### src/logic/dcache_macros.svh
`ifndef DCACHE_MACROS_SVH
`define DCACHE_MACROS_SVH

// word-addressed data cache geometry
`define DC_ADDR_W          16
`define DC_WORD_W          16
`define DC_OFFSET_W        2   // word within a line
`define DC_INDEX_W         5   // 32 sets
`define DC_TAG_W           9
`define DC_WORDS_PER_LINE  4
`define DC_LINE_W          64
`define DC_LINE_ADDR_W     14  // tag plus index

// backing memory latency from request to ack
`define DC_MEM_LATENCY     3

`endif

### src/logic/dcache_pkg.sv
`default_nettype none

`include "dcache_macros.svh"

package dcache_pkg;

	// address fields from high to low are tag, index and offset
	typedef logic [`DC_ADDR_W-1:0]      addr_t;
	typedef logic [`DC_WORD_W-1:0]      word_t;
	typedef logic [`DC_LINE_W-1:0]      line_t;   // word 0 in the low bits
	typedef logic [`DC_TAG_W-1:0]       tag_t;
	typedef logic [`DC_INDEX_W-1:0]     index_t;
	typedef logic [`DC_OFFSET_W-1:0]    offset_t;
	typedef logic [`DC_LINE_ADDR_W-1:0] line_addr_t;
	typedef logic                       way_t;

	// miss handling
	typedef enum logic [1:0] {
		ST_IDLE,
		ST_WRITEBACK,  // dirty victim going out
		ST_FETCH,      // missing line coming in
		ST_REFILL
	} ctrl_state_t;

endpackage

`default_nettype wire

### src/logic/dcache_lru.sv
`timescale 1ns/100ps
`default_nettype none

`include "dcache_macros.svh"

module dcache_lru
	import dcache_pkg::*;
(
	input  logic   clk,
	input  logic   rst,
	input  index_t i_index,
	input  logic   i_touch,
	input  way_t   i_used_way,
	input  logic   i_valid0,
	input  logic   i_valid1,
	output way_t   o_victim_way
);

	localparam int SETS = 1 << `DC_INDEX_W;

	logic [SETS-1:0] mru_q;  // way used most recently, per set

	always_ff @(posedge clk) begin
		if (rst) begin
			mru_q <= '0;
		end else if (i_touch) begin
			mru_q[i_index] <= i_used_way;
		end
	end

	// empty ways fill first, way 0 before way 1
	always_comb begin
		if (!i_valid0) begin
			o_victim_way = 1'b0;
		end else if (!i_valid1) begin
			o_victim_way = 1'b1;
		end else begin
			o_victim_way = ~mru_q[i_index];
		end
	end

endmodule

`default_nettype wire

### config.mk
export PLATFORM = sky130hd
export DESIGN_NAME = dcache_lru
export DESIGN_NICKNAME = d
export VERILOG_FILES = /design/src/logic/dcache_pkg.sv /design/src/logic/dcache_lru.sv
export VERILOG_INCLUDE_DIRS = /design/src /design/src/logic
export SDC_FILE = /design/constraint.sdc
export NUM_CORES = 1
export LEC_CHECK = 0
export ABC_CLOCK_PERIOD_IN_PS = 1800
export BUFFER_PORTS_ARGS = -buffer_cell sky130_fd_sc_hd__buf_2
export CORE_MARGIN = 3
export CORE_UTILIZATION = 30
export DETAILED_ROUTE_END_ITERATION = 6
export PLACE_DENSITY_LB_ADDON = 0.1
export SYNTH_ARGS = -nofsm -noshare
export SYNTH_HDL_FRONTEND = slang
export SYNTH_SLANG_ARGS = --single-unit
### constraint.sdc
create_clock -name clk -period 1.8 [get_ports clk]
set_input_delay 0 -clock clk [delete_from_list [all_inputs] [get_ports clk]]
set_output_delay 0 -clock clk [all_outputs]
set_load 0.005 [all_outputs]
Yosys cells after proc, flatten, opt, wreduce, memory -nomap -nowiden:

Index checks and enable logic that the tools add are counted.

* flip-flop bits (word level): 32
* input bits: 11
* output and inout bits: 1
* logic and storage cells: 12

* order comparisons: 2
* mux-type cells: 7
* bitwise gates (word level): 1
* reduce and logical (&&, ||, !) cells: 1

Operator list (number)
* $bwmux W32: 1
* $lt A5 B6 Y1 const B: 1
* $bmux W1 S5: 1
* $demux W1 S5: 1
* $ge A5 B1 Y1 const B: 1
* $mux W1: 4
* $logic_and A1 B1 Y1: 1
* $not A1 Y1: 1

Logic depth before layout (Yosys ltp):

* word-level depth: 5
* mapped depth: 7
* mapped depth without buffers: 4

Worst setup path after synthesis:

Ideal clock, no wire load.

* path kind: register to output
* start: register mru_q[5]
* end: output port o_victim_way
* arrival time: 1263 ps
* data required time: 1800 ps
* path slack: 537 ps
* cell stages (with the launch flop): 5
* path buffers: 0
* cell sequence: dfxtp_1 mux4_1 nand2b_1 a211oi_1 o41ai_2

* word-level cells in the longest chain between the ends: 5

RTL lines
* from (decl): line dcache_lru.sv:21 `logic [SETS-1:0] mru_q;`
* from (signal, indexed assignment): line dcache_lru.sv:27 `mru_q[i_index] <= i_used_way;`
* $bmux W1 S5: line dcache_lru.sv:38 `o_victim_way = ~mru_q[i_index];`
* $mux W1 (implied by the code): line dcache_lru.sv:38
* $not A1 Y1: line dcache_lru.sv:38
* $mux W1: line dcache_lru.sv:35 `end else if (!i_valid1) begin`
* $mux W1: line dcache_lru.sv:33 `if (!i_valid0) begin`
* to (decl): line dcache_lru.sv:16 `output way_t o_victim_way`

Every way passes these cells. The select of a mux whose other input is x is not followed.

Final worst setup path:

* start: register mru_q[13]
* end: output port o_victim_way

The elaborated chain is that of the path after synthesis.

==> impl_metrics.env <==
export IMPL_slew_headroom=0.5701
export IMPL_power_density_nw_per_um2=733.8
export IMPL_finalSetupViolations=0
export IMPL_grtUsageTotal=0.1395
export IMPL_worst_setup_path_type="reg2out"
export IMPL_min_from="rst"
export IMPL_synth_cell_type_count=36
export IMPL_gr_total_overflow=0
export IMPL_synth_edf_count=0
export IMPL_vdd_drop_max_mv=0.3681
export IMPL_synth_seq_cells=32
export IMPL_yosysMostFrequentCell="nand2_1"
export IMPL_routed_via_density=5.048
export IMPL_hold_viol=0
export IMPL_detailed_place_hpwl_um=3110
export IMPL_arrival_ns=1.78
export IMPL_fin_skew_ns=0
export IMPL_core_rowCount=27
export IMPL_seq_area_frac_synth=0.3516
export IMPL_antennaDiodeCount=0
export IMPL_first_pass_iters=4
export IMPL_status="finished, final reports clean"
export IMPL_dieArea_um2=7043
export IMPL_areaGrowthSynthToFinish_pct=10.30
export IMPL_grt_max_degree=33
export IMPL_syn_avg_cell_area_um2=7.785
export IMPL_gp_congestion=0.7420
export IMPL_p_leak_nw=0.6564
export IMPL_yosys_area_top_type_share=0.3516
export IMPL_critPathLaunchType="flip-flop"
export IMPL_required_ns=1.80
export IMPL_numCtsBuffers=5
export IMPL_grt_pass1_vias=1423
export IMPL_htreeDepth=2
export IMPL_routed_wirelength_um=4564
export IMPL_tightest_slew_ns=0.6449
export IMPL_rsz0062_at_grt="true"
export IMPL_holdBufCountCts=0
export IMPL_die_height_um=83.93
export IMPL_drive_gt1_frac=0.1849
export IMPL_initial_utilization=0.3210
export IMPL_num_io_pins=12
export IMPL_layout_cells_non_filler=310
export IMPL_vias=1565
export IMPL_fmax_ghz=0.5615
export IMPL_critPathCaptureType="primary output"
export IMPL_regMostFlops="mru_q"
export IMPL_grt_pass1_wl_um=7728
export IMPL_wl_per_cell_um=14.72
export IMPL_ant_nets=0
export IMPL_portBuffers=11
export IMPL_nets=249
export IMPL_syn_num_nets=245
export IMPL_ys_top_cells_by_count="nand2_1, dfxtp_1, a21oi_1"
export IMPL_clockBufferDepth=2
export IMPL_maxSlewViolCount=0
export IMPL_startpoint="mru_q[13]"
export IMPL_cts_tree="built"
export IMPL_fin_crit_sh=0.9894
export IMPL_dpl_cell_count=303
export IMPL_ys_top_cells_by_area="dfxtp_1, nand2_1, a21oi_1, nand3_1, mux2i_1"
export IMPL_drc=0
export IMPL_core_area_um2=5675
export IMPL_cts_root_buf="clkbuf_8"
export IMPL_syn_area_um2=1822
export IMPL_clock_sink_count=32
export IMPL_crit_fanout=2
export IMPL_clk_pin_slew_ns=0.07
export IMPL_async_flop_share=0
export IMPL_yosysWarningCount=0
export IMPL_post_route_min_period_ns=1.781
export IMPL_largest_reg_flops=32
export IMPL_ys_flop_type="dfxtp_1"
export IMPL_reg_top3="mru_q (32)"
export IMPL_r2r_start="mru_q[13]"
export IMPL_synthCells=234
export IMPL_die_width_um=83.93
export IMPL_finalPower_mw=1.475
export IMPL_drtIter0Drc=103
export IMPL_hold_class="in2reg"
export IMPL_synth_top_cell_by_area="dfxtp_1"
export IMPL_drv_cap=0
export IMPL_antenna_found_initial=0
export IMPL_clkLatencyLatePin_ns=0.28
## per-layer routing
| metal | part of all wire | wire length (µm) | global-route usage | vias to the layer above |
|---|---|---|---|---|
| met2 | 0.43 | 1941 | 0.1916 | 24 |
| li1 | - | - | - | 823 |
| met5 | 0 | 0 | 0 | - |
| met1 | 0.53 | 2416 | 0.2120 | 712 |
| met4 | 0.012 | 55 | 0.03947 | 0 |
| met3 | 0.033 | 151 | 0.03455 | 6 |
## cell usage in the layout, fill, tap and decap left out, drive strengths merged, types with 2 or more instances in the layout
| master | n |
|---|---|
| nor2 | 16 |
| a31oi | 2 |
| and3 | 2 |
| a32o | 2 |
| nand3 | 22 |
| o22ai | 2 |
| nand2b | 4 |
| mux2 | 8 |
| mux2i | 9 |
| nand3b | 6 |
| o21ai | 10 |
| nand2 | 49 |
| and3b | 2 |
| dfxtp | 32 |
| nor2b | 2 |
| a21oi | 29 |
| nor3b | 5 |
| clkbuf | 7 |
| buf | 17 |
| nor3 | 2 |
## layout make-up
cell class	count	area (µm²)
fill	621	3666
multi-input combinational	181	1076
sequential	32	643.1
timing repair buffer	17	100.1
clock buffer	7	96.34
tap	72	90.09
inverter	1	3.754
## worst max-delay path, stage by stage, from the launching register on
cell and delay, ns:
dfxtp_2 0.32, mux4_2 0.46, nand2b_1 0.10, a211oi_2 0.07, o41ai_2 0.38, buf_2 0.17
## where the power goes
part / total [mW] / leakage (nW) / switching [mW] / internal, mW
logic: 0.156 / 0.347 / 0.106 / 0.0501
registers: 0.716 / 0.259 / 0.00273 / 0.713
clock network: 0.603 / 0.0503 / 0.262 / 0.341
total: 1.47 / 0.656 / 0.371 / 1.10
## path summary, 6_finish.rpt
| path | to | slack (ns) | depth (start not counted) |
|---|---|---|---|
| worst max-delay path | o_victim_way | 0.02 | 5 |
| worst min-delay path | mru_q[3] | 0.23 | 2 |
| worst max register to register | mru_q[13] | 1.16 | 2 |
| worst min register to register | mru_q[31] | 0.46 | 2 |
## logic make-up after synthesis
family          Yosys count  synth area share
flops                    32            0.3516
simple gates            113            0.3077
buf+inv                  21           0.06181
compound gates           50            0.1593
mux                      18            0.1195
## per-stage QoR
stage	cell area (µm²)	setup TNS [ns]	setup slack [ns]	hold WS [ns]	util
final	2009	0	0.01917	0.2306	0.3541
after detailed placement	1903	0	0.1115	0.3512	0.3353
after global placement	1903	0	0.1866	0.3479	0.3353
after floorplan	1822	0	0.5366	0.06907	-
after CTS	1997	-0.004297	-0.004297	0.2140	0.3519
after global routing	2009	-0.05167	-0.05167	0.2522	0.3541
## timing repair
action | in CTS | in global routing
endpoints found under the setup margin | 1 | 1
gates resized for setup | 2 | 3
setup buffers | 0 | 0
No activity file was read; power rests on OpenSTA's default activity.
