--- src/logic/dcache_macros.svh ---
`ifndef DCACHE_MACROS_SVH
`define DCACHE_MACROS_SVH

// word-addressed data cache geometry
`define DC_ADDR_W          16
`define DC_WORD_W          16
`define DC_OFFSET_W        2   // word within a line
`define DC_INDEX_W         5   // 32 sets
`define DC_TAG_W           9
`define DC_WORDS_PER_LINE  4
`define DC_LINE_W          64
`define DC_LINE_ADDR_W     14  // tag plus index

// backing memory latency from request to ack
`define DC_MEM_LATENCY     3

`endif

--- src/logic/dcache_pkg.sv ---
`default_nettype none

`include "dcache_macros.svh"

package dcache_pkg;

	// address fields from high to low are tag, index and offset
	typedef logic [`DC_ADDR_W-1:0]      addr_t;
	typedef logic [`DC_WORD_W-1:0]      word_t;
	typedef logic [`DC_LINE_W-1:0]      line_t;   // word 0 in the low bits
	typedef logic [`DC_TAG_W-1:0]       tag_t;
	typedef logic [`DC_INDEX_W-1:0]     index_t;
	typedef logic [`DC_OFFSET_W-1:0]    offset_t;
	typedef logic [`DC_LINE_ADDR_W-1:0] line_addr_t;
	typedef logic                       way_t;

	// miss handling
	typedef enum logic [1:0] {
		ST_IDLE,
		ST_WRITEBACK,  // dirty victim going out
		ST_FETCH,      // missing line coming in
		ST_REFILL
	} ctrl_state_t;

endpackage

`default_nettype wire

--- src/logic/dcache_way.sv ---
`timescale 1ns/100ps
`default_nettype none

`include "dcache_macros.svh"

module dcache_way
	import dcache_pkg::*;
(
	input  logic   clk,
	input  logic   rst,
	input  index_t i_index,
	input  tag_t   i_tag,
	input  logic   i_we,
	input  logic   i_set_valid,
	input  logic   i_set_dirty,
	input  line_t  i_wline,
	output logic   o_hit,
	output logic   o_valid,
	output logic   o_dirty,
	output tag_t   o_tag,
	output line_t  o_line
);

	localparam int SETS = 1 << `DC_INDEX_W;

	logic [SETS-1:0] valid_q;
	logic [SETS-1:0] dirty_q;
	tag_t            tag_mem [SETS];
	line_t           line_mem [SETS];

	always_ff @(posedge clk) begin
		if (rst) begin
			valid_q <= '0;
		end else if (i_we) begin
			valid_q[i_index] <= i_set_valid;
		end
	end

	// dirty only counts while the entry is valid
	always_ff @(posedge clk) begin
		if (i_we) begin
			dirty_q[i_index]  <= i_set_dirty;
			tag_mem[i_index]  <= i_tag;
			line_mem[i_index] <= i_wline;
		end
	end

	assign o_valid = valid_q[i_index];
	assign o_dirty = dirty_q[i_index];
	assign o_tag   = tag_mem[i_index];
	assign o_line  = line_mem[i_index];
	assign o_hit   = o_valid && (o_tag == i_tag);  // same-cycle lookup

endmodule

`default_nettype wire

--- config.mk ---
export PLATFORM = sky130hd
export DESIGN_NAME = dcache_way
export DESIGN_NICKNAME = d
export VERILOG_FILES = /design/src/logic/dcache_pkg.sv /design/src/logic/dcache_way.sv
export VERILOG_INCLUDE_DIRS = /design/src /design/src/logic
export SDC_FILE = /design/constraint.sdc
export NUM_CORES = 2
export LEC_CHECK = 0
export BUFFER_PORTS_ARGS = -buffer_cell sky130_fd_sc_hd__buf_2
export CELL_PAD_IN_SITES_DETAIL_PLACEMENT = 1
export CELL_PAD_IN_SITES_GLOBAL_PLACEMENT = 2
export CORE_MARGIN = 4
export CORE_UTILIZATION = 40
export DETAILED_ROUTE_END_ITERATION = 10
export GPL_ROUTABILITY_DRIVEN = 0
export PLACE_DENSITY_LB_ADDON = 0.1
export SKIP_CTS_REPAIR_TIMING = 1
export SLEW_MARGIN = 25
export SYNTH_ARGS = -nofsm -noshare
export SYNTH_HDL_FRONTEND = slang
export SYNTH_SLANG_ARGS = --single-unit
--- constraint.sdc ---
create_clock -name clk -period 9.5 [get_ports clk]
set_clock_uncertainty 0.2 [all_clocks]
set_input_delay 0 -clock clk [delete_from_list [all_inputs] [get_ports clk]]
set_output_delay 0 -clock clk [all_outputs]
set_load 0.05 [all_outputs]
# Word level (Yosys, flattened, before mapping)
# Memories as Yosys holds them, arrays and structs flattened.
# Cells that the tools add are included.
[classes]
n_lt_le_gt_ge = 2
eq_ne = 1
n_mux = 10
n_reduce_logical = 2
[op_table]
columns = ["op", "count"]
rows = [
  ["32-bit bitwise mux", 2],
  ["1-bit binary-select mux with 5-bit select", 2],
  ["9-bit == test", 1],
  ["5-bit by 6-bit < comparator with 1-bit output, second input constant", 1],
  ["1-bit demux with 5-bit select", 1],
  ["5-bit by 1-bit greater-or-equal comparator with 1-bit output, second input constant", 1],
  ["1-bit 2-to-1 mux", 5],
  ["1-bit logical AND", 2],
]
[word_totals]
reg_bits = 64
ram_bits = 2336
in_bits = 83
out_inout_bits = 76
word_cells = 19
memories = 2
[memory_table]
columns = ["name", "depth", "word_bits", "rd", "rd_clocked_by_memory_dff", "wr", "line_no", "text"]
rows = [
  ["line_mem", 32, 64, 1, 0, 1, "dcache_way.sv:29", "line_t line_mem [SETS];"],
  ["tag_mem", 32, 9, 1, 0, 1, "dcache_way.sv:28", "tag_t tag_mem [SETS];"],
]

# Logic depth before layout (Yosys ltp)
[depth]
depth_word = 5
mapped_depth = 11
ltp_nobuf = 7

# Least setup slack after synthesis
# OpenSTA, ideal clock, no wires.
[synth_path]
kind = "input -> register"
start = "input port i_index[1]"
end = "register dirty_q[0], enable pin"
setup_ns = 0.508
t_arrival_ns = 4.638
t_required_ns = 8.792
slack_ns = 4.154
cell_stages = 8
n_path_buf = 6
path_cell_list = "buf_2 buf_6 buf_2 buf_2 or3b_2 clkbuf_1 clkbuf_1 nor2_1"
[synth_lines]
columns = ["element", "line_no", "text"]
rows = [
  ["start, declared", "dcache_way.sv:11", "input index_t i_index,"],
  ["end signal, assigned by index", "dcache_way.sv:42", "dirty_q[i_index] <= i_set_dirty;"],
  ["end, declared", "dcache_way.sv:27", "logic [SETS-1:0] dirty_q;"],
]

# Worst setup path in the final report
[layout_path]
start = "input port i_index[0]"
end = "output port o_line[30]"
[layout_via]
elab_chain_len = 1
[layout_lines]
columns = ["element", "line_no", "text"]
rows = [
  ["memory read 32 x 64 bit", "-", ""],
  ["end, declared", "dcache_way.sv:21", "output line_t o_line"],
]
# No other way between the ends.

==> results.toml <==
[logic_synthesis]
avgSynthCellArea_um2 = 23.0
yosysUniqueCellTypes = 39
syn-instance-count = 3915
synth_flop_cell = "edfxtp_1"
synth_nets = 3998
synth-seq-area-share_pct = 79.6
synthSimpleGateAreaFrac_pct = 1.33
yosysWarnings = 0
ys_top_cells_by_area = "edfxtp_1 (79%), mux4_2 (13%), a22oi_1 (2.2%)"
synth-seq-cells = 2400
synth_compound_area_share_pct = 3.06
synth_top_cell_by_area = "edfxtp_1"
synth-async-reset-ratio_pct = 0
synthAdderAreaFrac_pct = 0
synth_edf_count = 2368
synth_area_mm2 = 0.0901
synth-xor-area-share_pct = 0.0958
synth_top_family_by_area = "multiplexers"
synthMuxAreaShare_pct = 14.8
synth_top_area_share_pct = 78.9

[routing]
wire_per_inst_um = 35.4
first_pass_iters = 7
drc = 0
drt_iter0_drc = 4829
vias_per_cell = 5.87
routed_wl_mm = 269
via_count = 44516
postRouteAntennaNets = 0

[sta]
fmax_mhz = 206
setup_tns_ns = 0
slew_headroom_pct = 26.2
holdWs_ns = 0.00262
fin_crit_sh_pct = 51.2
tightest_slew_ns = 1.11
setup_viol = 0
rsz0062_at_grt = "no"
report.final.slew_viol_count = 0
period_needed_ns = 4.86
hold_viol_final = 0

[run_status]
status = "complete, no violations"

[global_route]
antenna_found_initial = 23
track_usage_pct = 23.0
grt.overflow.total = 0
first_global_vias = 46024
grt_max_degree = 141
grt_pass1_wl_mm = 372

[layout]
areaGrowthSynthToFinish_pct = 16.5
drive_gt1_share_pct = 26.3
layout_common_cells = "edfxtp_1 (2368), mux4_2 (531), clkbuf_16 (284), a22oi_1 (265), buf_2 (156)"
layout.nets = 4490
final_common_cell = "edfxtp_1"
fin_util_pct = 47.0

[worst_setup_path]
end_kind = "output pin"
arrival_ns = 4.66
required_ns = 9.30
path_class = "in -> out"
cp_max_fo = 63
startpoint_type = "primary input"

[floorplanning]
dieArea_mm2 = 0.233
die_x_um = 483
ioPinCount = 159
initial_utilization_pct = 40.4
num_rows = 173
core-area_mm2 = 0.223
die_height_um = 483

[clock_tree]
clk_latency_ns = 0.90
clk_pin_slew_ns = 0.06
htreeDepth = 5
clock_tree.root_cell = "clkbuf_16"
cts_buffer_depth = 4
tritoncts = "yes"
cts_num_sinks = 2400
cts_inserted_buffers = 280

[pwr]
swShare_pct = 21.8
p_seq_share_pct = 51.8
p_leak_nw = 32.8
combinationalPowerShare_pct = 5.4
p_per_area_mw_per_mm2 = 217
peakVddDrop_mv = 0.193
internal-power_w = 0.0178
p_sw_w = 0.00496
power_frac_clock_pct = 42.8

[run]
max-cap-violations = 0

[placed_design]
post-dp-hpwl_mm = 129
place.port_buffers = 158

[min_path]
hold_class = "in -> reg"
## registers in the layout, indices dropped and copies added (netlist names)
register / flops
tag_mem: 288
valid_q: 32
line_mem: 2048
dirty_q: 32
## layout make-up
cell class,instances,area (um^2)
clock buffer,369,7450
tap,2975,3720
clock inverter,104,646
timing repair buffer,438,3750
sequential,2400,71700
fill,19787,118000
multi-input combinational,1287,17700
antenna,7,17.5
## worst paths after layout
path | from | endpoint | slack (ns) | depth (start not counted)
min | i_wline[19] | line_mem[24][19] | 0.003 | 2
max | i_index[0] | o_line[30] | 4.64 | 9
max reg2reg | valid_q[11] | valid_q[11] | 8.11 | 3
min reg2reg | valid_q[30] | valid_q[30] | 0.28 | 2
## layer usage
layer  vias to the layer above  share of wire [%]  track usage, %
met2                      1460                 48            36.6
met3                       347                6.0            4.15
met5                         -             0.0078               0
met4                         4                2.1            5.61
met1                     24782                 44            33.1
li1                      17923                  -               -
## per-stage QoR
step	cells	worst slack [ns]	power, W	instance area [um^2]
after floorplan	3915	4.15	0.0127	90100
after global placement	6935	4.44	0.0132	94900
after detailed placement	6946	4.47	0.0132	95200
after CTS	7419	4.46	0.0230	103000
after global routing	7577	4.18	0.0236	105000
final	7580	4.64	0.0228	105000
## critical path, cell delays in order
cell,delay (ns)
dlygate4sd3_1,0.57
buf_8,0.51
buf_4,0.76
buf_12,0.44
buf_6,0.64
mux4_2,0.58
a22oi_1,0.23
nand4_1,0.34
buf_2,0.34
## power by group through the flow
stage	registers (W)	clock network, W	logic, W
finish	0.0118	0.00976	0.00123
global placement	0.0120	0	0.00118
detailed placement	0.0120	0	0.00119
floorplan	0.0120	0	0.000694
global route	0.0118	0.0105	0.00131
CTS	0.0118	0.00999	0.00120
## Yosys cell counts, drive strengths merged (2+ instances only)
cell        n
o21bai      2
mux2i     139
or4bb       4
a21oi      31
o21ai      38
nand3b      5
or4b        5
or3b        4
or4         2
nand4b      4
mux4      531
a22oi     265
nor3        5
nand3       5
nor4        7
or3         3
nor2       51
nand4      72
o22ai      62
buf       127
and3b       2
nand2      33
nor3b       3
xnor2       9
clkbuf    101
nand4bb     2
edfxtp   2368
dfxtp      32
## cells by family after synthesis
| family | after synthesis |
|---|---|
| compound gates | 400 |
| xor+xnor | 9 |
| simple gates | 208 |
| flops | 2400 |
| mux | 670 |
| buf+inv | 228 |
No activity file was read; power rests on OpenSTA's default activity.
