**src/logic/dcache_macros.svh**
```systemverilog
`ifndef DCACHE_MACROS_SVH
`define DCACHE_MACROS_SVH

// word-addressed data cache geometry
`define DC_ADDR_W          16
`define DC_WORD_W          16
`define DC_OFFSET_W        2   // word within a line
`define DC_INDEX_W         5   // 32 sets
`define DC_TAG_W           9
`define DC_WORDS_PER_LINE  4
`define DC_LINE_W          64
`define DC_LINE_ADDR_W     14  // tag plus index

// backing memory latency from request to ack
`define DC_MEM_LATENCY     3

`endif

```
**src/logic/dcache_pkg.sv**
```systemverilog
`default_nettype none

`include "dcache_macros.svh"

package dcache_pkg;

	// address fields from high to low are tag, index and offset
	typedef logic [`DC_ADDR_W-1:0]      addr_t;
	typedef logic [`DC_WORD_W-1:0]      word_t;
	typedef logic [`DC_LINE_W-1:0]      line_t;   // word 0 in the low bits
	typedef logic [`DC_TAG_W-1:0]       tag_t;
	typedef logic [`DC_INDEX_W-1:0]     index_t;
	typedef logic [`DC_OFFSET_W-1:0]    offset_t;
	typedef logic [`DC_LINE_ADDR_W-1:0] line_addr_t;
	typedef logic                       way_t;

	// miss handling
	typedef enum logic [1:0] {
		ST_IDLE,
		ST_WRITEBACK,  // dirty victim going out
		ST_FETCH,      // missing line coming in
		ST_REFILL
	} ctrl_state_t;

endpackage

`default_nettype wire

```
**src/logic/dcache_ctrl.sv**
```systemverilog
`timescale 1ns/100ps
`default_nettype none

`include "dcache_macros.svh"

module dcache_ctrl
	import dcache_pkg::*;
(
	input  logic       clk,
	input  logic       rst,
	// requester
	input  logic       i_rd,
	input  logic       i_wr,
	input  addr_t      i_addr,
	input  word_t      i_wdata,
	output logic       o_ready,
	output word_t      o_rdata,
	// way 0 and way 1 lookup
	input  logic       i_hit0,
	input  logic       i_valid0,
	input  logic       i_dirty0,
	input  tag_t       i_tag0,
	input  line_t      i_line0,
	input  logic       i_hit1,
	input  logic       i_valid1,
	input  logic       i_dirty1,
	input  tag_t       i_tag1,
	input  line_t      i_line1,
	output index_t     o_index,
	output tag_t       o_tag,
	output logic       o_we0,
	output logic       o_we1,
	output logic       o_set_valid,
	output logic       o_set_dirty,
	output line_t      o_wline,
	// replacement
	input  way_t       i_victim_way,
	output logic       o_touch,
	output way_t       o_used_way,
	// backing memory
	input  logic       i_mem_ack,
	input  line_t      i_mem_rdata,
	output logic       o_mem_rd,
	output logic       o_mem_wr,
	output line_addr_t o_mem_addr,
	output line_t      o_mem_wdata
);

	ctrl_state_t state_q;
	ctrl_state_t state_d;
	way_t        victim_q;
	line_t       refill_q;

	tag_t    req_tag;
	index_t  req_index;
	offset_t req_offset;
	logic    req;
	logic    hit;
	logic    idle;
	logic    miss;
	logic    wr_hit;
	logic    refill;
	way_t    hit_way;
	line_t   hit_line;
	line_t   merged_line;
	way_t    cur_victim;
	logic    victim_valid;
	logic    victim_dirty;
	tag_t    victim_tag;

	assign {req_tag, req_index, req_offset} = i_addr;

	assign req     = i_rd | i_wr;
	assign hit     = i_hit0 | i_hit1;
	assign idle    = (state_q == ST_IDLE);
	assign miss    = idle & req & ~hit;
	assign wr_hit  = idle & i_wr & hit;
	assign refill  = (state_q == ST_REFILL);
	assign hit_way = i_hit1;  // a tag lives in one way at most

	assign hit_line = i_hit1 ? i_line1 : i_line0;
	assign o_rdata  = hit_line[req_offset*`DC_WORD_W +: `DC_WORD_W];

	// write hit replaces one word of the hitting line
	always_comb begin
		merged_line = hit_line;
		merged_line[req_offset*`DC_WORD_W +: `DC_WORD_W] = i_wdata;
	end

	// victim comes from the LRU on the miss cycle, then from the latch
	assign cur_victim   = idle ? i_victim_way : victim_q;
	assign victim_valid = cur_victim ? i_valid1 : i_valid0;
	assign victim_dirty = victim_valid & (cur_victim ? i_dirty1 : i_dirty0);
	assign victim_tag   = cur_victim ? i_tag1 : i_tag0;

	// requester stalls on anything but an idle hit
	assign o_ready = idle & ~(req & ~hit);

	always_comb begin
		state_d = state_q;
		case (state_q)
			ST_IDLE: begin
				if (miss) begin
					state_d = victim_dirty ? ST_WRITEBACK : ST_FETCH;
				end
			end
			ST_WRITEBACK: begin
				if (i_mem_ack) begin
					state_d = ST_FETCH;
				end
			end
			ST_FETCH: begin
				if (i_mem_ack) begin
					state_d = ST_REFILL;
				end
			end
			ST_REFILL: state_d = ST_IDLE;  // held request hits next cycle
			default:   state_d = ST_IDLE;
		endcase
	end

	always_ff @(posedge clk) begin
		if (rst) begin
			state_q  <= ST_IDLE;
			victim_q <= 1'b0;
		end else begin
			state_q <= state_d;
			if (miss) begin
				victim_q <= i_victim_way;
			end
		end
	end

	always_ff @(posedge clk) begin
		if ((state_q == ST_FETCH) && i_mem_ack) begin
			refill_q <= i_mem_rdata;
		end
	end

	// memory request starts in the miss cycle itself
	assign o_mem_wr    = (state_q == ST_WRITEBACK) | (miss & victim_dirty);
	assign o_mem_rd    = (state_q == ST_FETCH) | (miss & ~victim_dirty);
	assign o_mem_addr  = o_mem_wr ? {victim_tag, req_index} : {req_tag, req_index};
	assign o_mem_wdata = cur_victim ? i_line1 : i_line0;

	assign o_index     = req_index;
	assign o_tag       = req_tag;
	assign o_we0       = (wr_hit & ~hit_way) | (refill & ~victim_q);
	assign o_we1       = (wr_hit & hit_way) | (refill & victim_q);
	assign o_set_valid = wr_hit | refill;
	assign o_set_dirty = wr_hit;  // refilled lines start clean
	assign o_wline     = refill ? refill_q : merged_line;

	assign o_touch    = idle & req & hit;
	assign o_used_way = hit_way;

endmodule

`default_nettype wire

```
**config.mk**
```make
export PLATFORM = sky130hd
export DESIGN_NAME = dcache_ctrl
export DESIGN_NICKNAME = d
export VERILOG_FILES = /design/src/logic/dcache_pkg.sv /design/src/logic/dcache_ctrl.sv
export VERILOG_INCLUDE_DIRS = /design/src /design/src/logic
export SDC_FILE = /design/constraint.sdc
export NUM_CORES = 1
export LEC_CHECK = 0
export BUFFER_PORTS_ARGS = -buffer_cell sky130_fd_sc_hd__buf_2
export CORE_AREA = 2 2 167 169
export DETAILED_ROUTE_END_ITERATION = 10
export DIE_AREA = 0 0 169 171
export GPL_ROUTABILITY_DRIVEN = 0
export PLACE_DENSITY = 0.53
export SLEW_MARGIN = 20
export SYNTH_ARGS = -nofsm -noshare
export SYNTH_HDL_FRONTEND = slang
export SYNTH_SLANG_ARGS = --single-unit
export TNS_END_PERCENT = 5
```
**constraint.sdc**
```tcl
create_clock -name clk -period 3 [get_ports clk]
set_input_delay 0.6 -clock clk [delete_from_list [all_inputs] [get_ports clk]]
set_output_delay 0.6 -clock clk [all_outputs]
set_load 0.005 [all_outputs]
```
==> Word-level counts from Yosys, hierarchy flattened <==
Index checks and enable logic that the tools add are counted.
{ "totals": {"regBits": 67, "wordCells": 56, "in_bits": 254, "out_inout_bits": 181} }
{ "op_classes": {"n_reduce_logical": 3, "addsub": 1, "n_eq_ne": 6, "bitwise_logic": 26, "mux": 14, "shift": 3} }
{ "op_table": {"columns": ["cell", "count"], "rows": [
  ["$mux 64", 3],
  ["$bwmux 64", 1],
  ["$shift 16x34->64 const A", 1],
  ["$shiftx 16x34->64", 1],
  ["$shiftx 64x7->16", 1],
  ["$neg 6->34", 1],
  ["$and 1x1->1", 14],
  ["$mux 14", 1],
  ["$mux 9", 1],
  ["$mux 2", 4],
  ["$pmux 2 s4", 1],
  ["$or 1x1->1", 7],
  ["$not 1->1", 5],
  ["$eq 2x2->1 const B", 2],
  ["$ne 2x2->1 const B", 2],
  ["$mux 1", 3],
  ["$reduce_and 3->1", 1],
  ["$eq 2x1->1 const B", 1],
  ["$logic_not 2->1", 1],
  ["$ne 2x1->1 const B", 1],
  ["$logic_and 1x1->1", 1]
]} }

==> Depth between registers and ports, before layout <==
Gate-level depths: netlist of the first run.
{ "depth": {"depth_word": 7, "mapped_depth": 10, "mapped_depth_nobuf": 6} }

==> Least setup slack after synthesis of the first run <==
OpenSTA, ideal clock, no wires.
{ "synth_path": {"path_kind": "input to output", "start": "input port i_addr[1]", "end": "output port o_wline[49]", "path_stages": 9, "arrival_ns": 2.486, "n_path_buf": 3, "required_time_ns": 2.400, "setup_slack_ns": -0.086, "cell_sequence": "clkbuf_1 inv_1 buf_1 ha_1 and4bb_2 buf_4 nor2b_1 a211oi_1 a21oi_1"} }
{ "synth_between": {"elab_chain_cells": 4, "word_cells_on_any_way": 5, "cone_classes": "1 x add/sub; 2 x shift; 2 x mux"} }
{ "synth_rtl": {"columns": ["element", "line", "rtl"], "rows": [
  ["start, declared", "dcache_ctrl.sv:14", "input addr_t i_addr,"],
  ["$neg 6->34 (*)", "dcache_ctrl.sv:87", "merged_line[req_offset*`DC_WORD_W +: `DC_WORD_W] = i_wdata;"],
  ["$shiftx 16x34->64 / $shift 16x34->64 (equally long branches)", "dcache_ctrl.sv:87", null],
  ["$bwmux 64 (*)", "dcache_ctrl.sv:87", null],
  ["$mux 64 (*)", "dcache_ctrl.sv:152", "assign o_wline = refill ? refill_q : merged_line;"],
  ["end, declared", "dcache_ctrl.sv:35", "output line_t o_wline,"]
]} }
Every way passes the cells marked *; elsewhere a longest branch is shown, timed or not.

==> Worst setup path in the final report of the first run <==
{ "layout_path": {"start": "register state_q[0]", "end": "output port o_mem_addr[7]"} }
{ "layout_between": {"elab_chain_cells": 7, "word_cells_on_any_way": 12, "cone_classes": "1 x eq/ne; 5 x mux; 5 x bitwise; 1 x reduce/logical"} }
{ "layout_rtl": {"columns": ["element", "line", "rtl"], "rows": [
  ["start, declared", "dcache_ctrl.sv:49", "ctrl_state_t state_q;"],
  ["start signal, assigned", "dcache_ctrl.sv:127", "state_q <= state_d;"],
  ["$logic_not 2->1", "dcache_ctrl.sv:75", "assign idle = (state_q == ST_IDLE);"],
  ["$mux 1", "dcache_ctrl.sv:91", "assign cur_victim = idle ? i_victim_way : victim_q;"],
  ["$mux 1 (on tied branches)", "dcache_ctrl.sv:92, dcache_ctrl.sv:93", null],
  ["$and 1x1->1", "dcache_ctrl.sv:93", "assign victim_dirty = victim_valid & (cur_victim ? i_dirty1 : i_dirty0);"],
  ["$and 1x1->1", "dcache_ctrl.sv:141", "assign o_mem_wr = (state_q == ST_WRITEBACK) | (miss & victim_dirty);"],
  ["$or 1x1->1", "dcache_ctrl.sv:141", null],
  ["$mux 14 (*)", "dcache_ctrl.sv:143", "assign o_mem_addr = o_mem_wr ? {victim_tag, req_index} : {req_tag, req_index};"],
  ["end, declared", "dcache_ctrl.sv:45", "output line_addr_t o_mem_addr,"]
]} }
Marks and branches as above.

==> metrics.csv, run 1 <==
metric,value,unit
synthArstFlopShare,0,%
track_usage,20.4,%
reg2reg_from,state_q[0],
io_buffer_count,419,
slowest_delay,0.35,ns
slowest_stage,mux2_4,
r2r_slack,1.09,ns
preCtsSetupSlack,-0.0982,ns
hp-start,i_mem_rdata[0],
die_h,171,microns
numCtsBuffers,9,
drc,0,
combPwrFrac,53.9,%
skew,0.00637,ns
row_count,61,
synth_ff_type,edfxtp_1,
outcome,finished clean,
end_kind,output pin,
dp_hpwl,26100,microns
slew_headroom,63.7,%
finalHoldViolCount,0,
slew_violations,0,
critPathKind,flop to output pin,
fin_nets,1372,
ant_nets,0,
grt_antenna_before_repair,2,
cts_buffer_depth,2,
tightest_slew,0.544,ns
ioPinCount,435,
drv_cap,0,
netlist_area,6210,sq um
syn_avg_cell_area,8.99,sq um
cts_hold_buf,0,
power.density,520,nW/um^2
vias_per_cell,4.65,
synthDistinctLibCells,39,
seq_power_share,25.6,%
insertion_delay,0.34,ns
leakagePower,4.62,nW
routed-via-count,6803,
cp_max_fo,10,
grt_max_degree,61,
dieArea,28900,sq um
crit_chain,inv_1 -> ha_4 -> mux2i_4 -> mux2_4 -> o21bai_2 -> buf_12 -> mux2_4 -> buf_2,
crit_path_start_kind,flop,
synthTopCellsByArea,"edfxtp_1 (31%), mux2_2 (13%), mux2i_1 (10%)",
synth_edf_count,64,
routedWlPerCell,21.2,microns
yosys_warnings,0,
fillers,2919,
setup_viol,0,
swShare,36.9,%
rsz0062_at_grt,true,
seqCellArea,1980,sq um
seq_area_frac_synth,31.9,%
power_frac_clock,20.5,%
p_int,3.04,mW
irDropWorstVdd,219,uV
core_area,27300,sq um
first_pass_iters,4,
ys_ff_latch,67,
switching_power,1.78,mW
crit_arrival,2.32,ns
timing.final.crit_share,97.2,%
yosysTopAreaCell,edfxtp_1,
grt_first_pass_wirelength,42200,microns
setup_ws,0.0839,ns
syn-instance-count,691,
synth_nets,954,
required,2.40,ns
path_clk_slew,0.07,ns
area_growth,49.1,%
post_cts_buffers,0,
synth_top_area_share,30.9,%
first_iter_violations,251,
worst_path_dominant_cell_family,multiplexers,
h-tree-depth,3,
layout-drive-gt1-share,55.6,%
die_w,169,microns
cts-root-buf,clkbuf_16,
cp_common_cell,mux2_4,
clock_sinks,67,
grt_pass1_vias,6801,
holdWs,0.429,ns
crit_start,state_q[0],
fmax,0.343,GHz
grt-ovfl-total,0,
wl,31000,microns
finalSetupTns,0,ns
period_needed,2.92,ns
crit_buf_inv,3,
multi_input_area,3620,sq um
holdCritPathClass,input port to flop,
start_util,22.7,%
cts_tree,built,
[routing by layer]
layer	track usage (%)	vias up	part of all wire, %
met2	41.3	310	55
li1	-	3293	-
met3	3.93	47	6.2
met1	20.5	3151	36
met5	0	-	0.042
met4	7.13	2	2.8
[final timing paths]
check / cells after the start / endpoint
worst max-delay path: 8 / o_mem_addr[7]
worst min-delay path: 1 / refill_q[0]
worst max register to register: 6 / state_q[1]
worst min register to register: 2 / state_q[0]
[area by class of cell]
class | count | area share [%]
Multi-Input combinational cell | 481 | 39.1
Antenna cell | 2 | 0.0540
Clock buffer | 10 | 2.47
Timing Repair Buffer | 482 | 29.2
Tap cell | 346 | 4.67
Inverter | 68 | 2.76
Sequential cell | 67 | 21.4
Clock inverter | 6 | 0.351
[placed cells by master, fill, tap and decap left out, types with 53 or more instances in the layout]
master / Yosys / layout
buf_2: 12 / 418
mux2_2: 73 / 73
nand2_1: 70 / 70
nor2_1: 67 / 67
inv_1: 68 / 66
mux2i_1: 65 / 65
edfxtp_1: 64 / 64
a21oi_1: 63 / 63
a211oi_1: 62 / 58
buf_4: 26 / 53
[flip-flops by register name, summed over array words and instances (netlist names)]
name and cells:
refill_q 64, state_q 2, victim_q 1
[Yosys cell counts (3+ instances only)]
master,instances
a211oi_1,62
a21oi_1,63
a31o_2,17
and3_1,17
buf_1,5
buf_2,12
buf_4,26
buf_6,8
clkbuf_1,24
dfxtp_1,3
edfxtp_1,64
ha_1,9
inv_1,68
mux2_2,73
mux2_4,10
mux2i_1,65
nand2_1,70
nor2_1,67
nor2b_1,3
[worst reg2reg max path, stage by stage (launching register included)]
cell and delay [ns]:
dfxtp_2 0.34, inv_1 0.12, ha_4 0.17, mux2i_4 0.24
mux2_4 0.35, a2111oi_0 0.46, nor3b_1 0.09
[cells by family after synthesis]
group	after synthesis	share of synthesized area, %
buffers and inverters	143	11.4
AOI/OAI and AO/OA	154	16.5
and+or+nand+nor	169	12.0
adders and majority gates	9	1.81
DFF	67	31.9
muxes	149	26.3
[stage by stage]
step / std cells / cell area [sq um] / power [mW] / utilization, %
2_1_floorplan: 691 / 6220 / 2.71 / -
4_1_cts: 1460 / 9220 / 4.87 / 33.8
6_report: 1462 / 9260 / 4.82 / 33.9
3_5_place_dp: 1444 / 8930 / 3.86 / 32.7
5_1_grt: 1460 / 9260 / 5.13 / 33.9
3_3_place_gp: 1444 / 8930 / 3.84 / 32.7
[power groups by stage]
stage	Sequential, mW	Clock (mW)	Combinational (mW)
3_3_place_gp	1.25	0	2.59
2_1_floorplan	1.25	0	1.46
6_report	1.24	0.986	2.60
4_1_cts	1.23	1.01	2.63
5_1_grt	1.25	1.05	2.83
3_5_place_dp	1.25	0	2.61
[timing repair]
| action | 4_1_cts | 5_1_grt |
|---|---|---|
| cloned | 0 | 0 |
| endpoints found under the setup margin | 22 | 20 |
| resized for setup | 9 | 9 |
Power figures use the tool's default switching activity.
==> run 2: changes to the inputs <==
==> constraint.sdc (replaced) <==
create_clock -name clk -period 3 [get_ports clk]
set_input_delay 0 -clock clk [delete_from_list [all_inputs] [get_ports clk]]
set_output_delay 0 -clock clk [all_outputs]
set_load 0.005 [all_outputs]
==> run 2 against run 1 <==
Effect of this change: routed wire length increased by 2.3%; via count increased by 1.1%; critical path depth decreased by 1; clock-buffer cell count decreased by 1; die area unchanged; largest cell class unchanged; highest routed layer is now met4.
==> metrics.csv, run 2 (same netlist as run 1, synthesis figures left out) <==
metric,value,unit,change
die_h,171,microns,unchanged
cts_buffer_depth,2,,unchanged
seqCellArea,1980,sq um,about the same
path_clk_slew,0.06,ns,about the same
first_pass_iters,6,,+2
slew_headroom,35.9,%,-28 points
h-tree-depth,3,,unchanged
io_buffer_count,419,,unchanged
row_count,61,,unchanged
hp-start,i_addr[5],,
crit_chain,inv_1 -> ha_1 -> mux2i_4 -> buf_12 -> mux2_2 -> mux2_4 -> buf_2,,
fmax,0.376,GHz,+9.6%
slew_violations,0,,unchanged
fin_nets,1392,,+1.5%
post-place-cells,1398,,-3.2%
timing.final.crit_share,88.7,%,-8.5 points
crit_buf_inv,3,,unchanged
insertion_delay,0.35,ns,about the same
leakagePower,4.64,nW,+0.35%
grt_use_met3,3.86,%,-0.069 points
reg2reg_from,state_q[0],,
slowest_stage,buf_12,,
crit_path_start_kind,flop,,
skew,0.0145,ns,+0.00816 ns
ant_nets,0,,unchanged
grt_max_degree,74,,+21%
end_kind,output pin,,
crit_start,state_q[0],,
reg_top3,"refill_q x64, state_q x2, victim_q x1",,
area_growth,51.3,%,
r2r-end,state_q[1],,
setup_viol,0,,unchanged
dp_hpwl,25500,microns,-2.3%
layoutNonFillerInstCount,1480,,+1.2%
drc,0,,unchanged
layout-drive-gt1-share,49.4,%,-6.1 points
rsz0062_at_grt,false,,
holdCritPathClass,input port to output pin,,
r2r_slack,0.76,ns,-0.33 ns
grt-ovfl-total,0,,unchanged
period_needed,2.66,ns,-0.255 ns
track_usage,20.8,%,+0.43 points
critPathKind,flop to output pin,,
power.density,502,nW/um^2,-3.5%
slowest_delay,0.39,ns,+0.04 ns
grtUsageMet1,21.5,%,+0.95 points
grt_antenna_before_repair,1,,-1
top_register,refill_q,,
vias_per_cell,4.65,,about the same
final_cell_mix,"buf_2 (418), mux2_2 (73), nand2_1 (70)",,
start_util,22.7,%,unchanged
drv_cap,0,,unchanged
required,3.00,ns,+0.60 ns
crit_arrival,2.66,ns,+0.34 ns
mostFrequentLayoutCell,buf_2,,
core_area,27300,sq um,unchanged
hold_path_depth,0,,-1
outcome,finished clean,,
routedWlPerCell,21.4,microns,+1.1%
reg2reg_depth,6,,unchanged
ioPinCount,435,,unchanged
numCtsBuffers,9,,unchanged
wl,31700,microns,+2.3%
finalSetupTns,0,ns,unchanged
cts_tree,built,,
multi_input_area,3570,sq um,-1.5%
finalHoldViolCount,0,,unchanged
tightest_slew,0.962,ns,+0.418 ns
grt_use_met2,42.8,%,+1.5 points
first_iter_violations,333,,+33%
clock_sinks,67,,unchanged
largest_reg_flops,64,,unchanged
fillers,2909,,-0.34%
total_power,4.72,mW,-2.1%
post_cts_buffers,0,,unchanged
grt_first_pass_wirelength,43200,microns,+2.6%
dieArea,28900,sq um,unchanged
grt_pass1_vias,6770,,-0.46%
cp_max_fo,73,,+63
cts-root-buf,clkbuf_16,,
irDropWorstVdd,288,uV,+32%
die_w,169,microns,unchanged
routed-via-count,6881,,+1.1%
holdPathEnd,o_index[3],,
worst_path_dominant_cell_family,multiplexers,,
top_usage_layer,met2,,
[run 2: changes by cell type in the layout (fill, tap and decap cells not counted), sizes merged]
| cell | change |
|---|---|
| diode | -1 |
| buf | -46 |
| clkbuf | -1 |
| dlygate4sd3 | +66 |
[run 2: per-stage QoR]
stage / hold WS [ns] / utilization (%) / worst slack (ns) / cell area, sq um
floorplan: 0.0691 / - / 0.467 / 6210
global placement: 0.0000931 / 31.0 / 0.555 / 8470
detailed placement: 0.0000931 / 31.0 / 0.479 / 8470
CTS: 0.0000931 / 34.4 / 0.118 / 9390
global route: 0.0000179 / 34.4 / 0.185 / 9400
finish: 0.00000389 / 34.4 / 0.339 / 9400
[run 2: routing by layer]
metal / part of all wire [%] / vias to the layer above / wire length (microns)
met3: 5.5 / 30 / 1750
met4: 1.4 / 0 / 448
met2: 56 / 294 / 17900
met1: 37 / 3232 / 11600
li1: - / 3325 / -
met5: 0 / - / 0
[run 2: cell type report]
cell class | count | share of cell area (%)
sequential | 67 | 21.1
antenna | 1 | 0.0266
clock buffer | 9 | 2.40
clock inverter | 6 | 0.359
tap | 346 | 4.60
inverter | 68 | 2.71
multi-input combinational | 481 | 38.0
timing repair buffer | 502 | 30.8
[run 2: worst max-delay path by stage]
stage | slack (ns) | depth (start not counted) | end
after floorplan | 0.47 | 3 | refill_q[0]
after global placement | 0.56 | 7 | o_mem_addr[9]
after detailed placement | 0.48 | 7 | o_mem_addr[7]
after CTS | 0.12 | 7 | o_mem_addr[7]
after global routing | 0.19 | 7 | o_mem_addr[7]
final | 0.34 | 7 | o_mem_addr[11]
[run 2: worst register-to-register path: cells and delay by family (launching register included)]
family                     cells  cell delay (ns)
DFF                            1             0.36
adders and majority gates      1             0.36
muxes                          2             0.70
AOI/OAI and AO/OA              1             0.49
and+or+nand+nor                1             0.10
buffers and inverters          1             0.11
[run 2: report_power, final]
| group | internal (mW) | switching [mW] | leakage [nW] |
|---|---|---|---|
| Clock | 0.549 | 0.451 | 0.125 |
| Sequential | 1.19 | 0.0415 | 0.609 |
| Combinational | 1.21 | 1.28 | 3.91 |
| Total | 2.95 | 1.77 | 4.64 |
[run 2: what timing repair did]
action / in CTS / in global routing
resized for setup: 0 / 1
setup endpoints to repair: 0 / 9
endpoints found under the hold margin: 67 / 0
hold buffers: 66 / 0
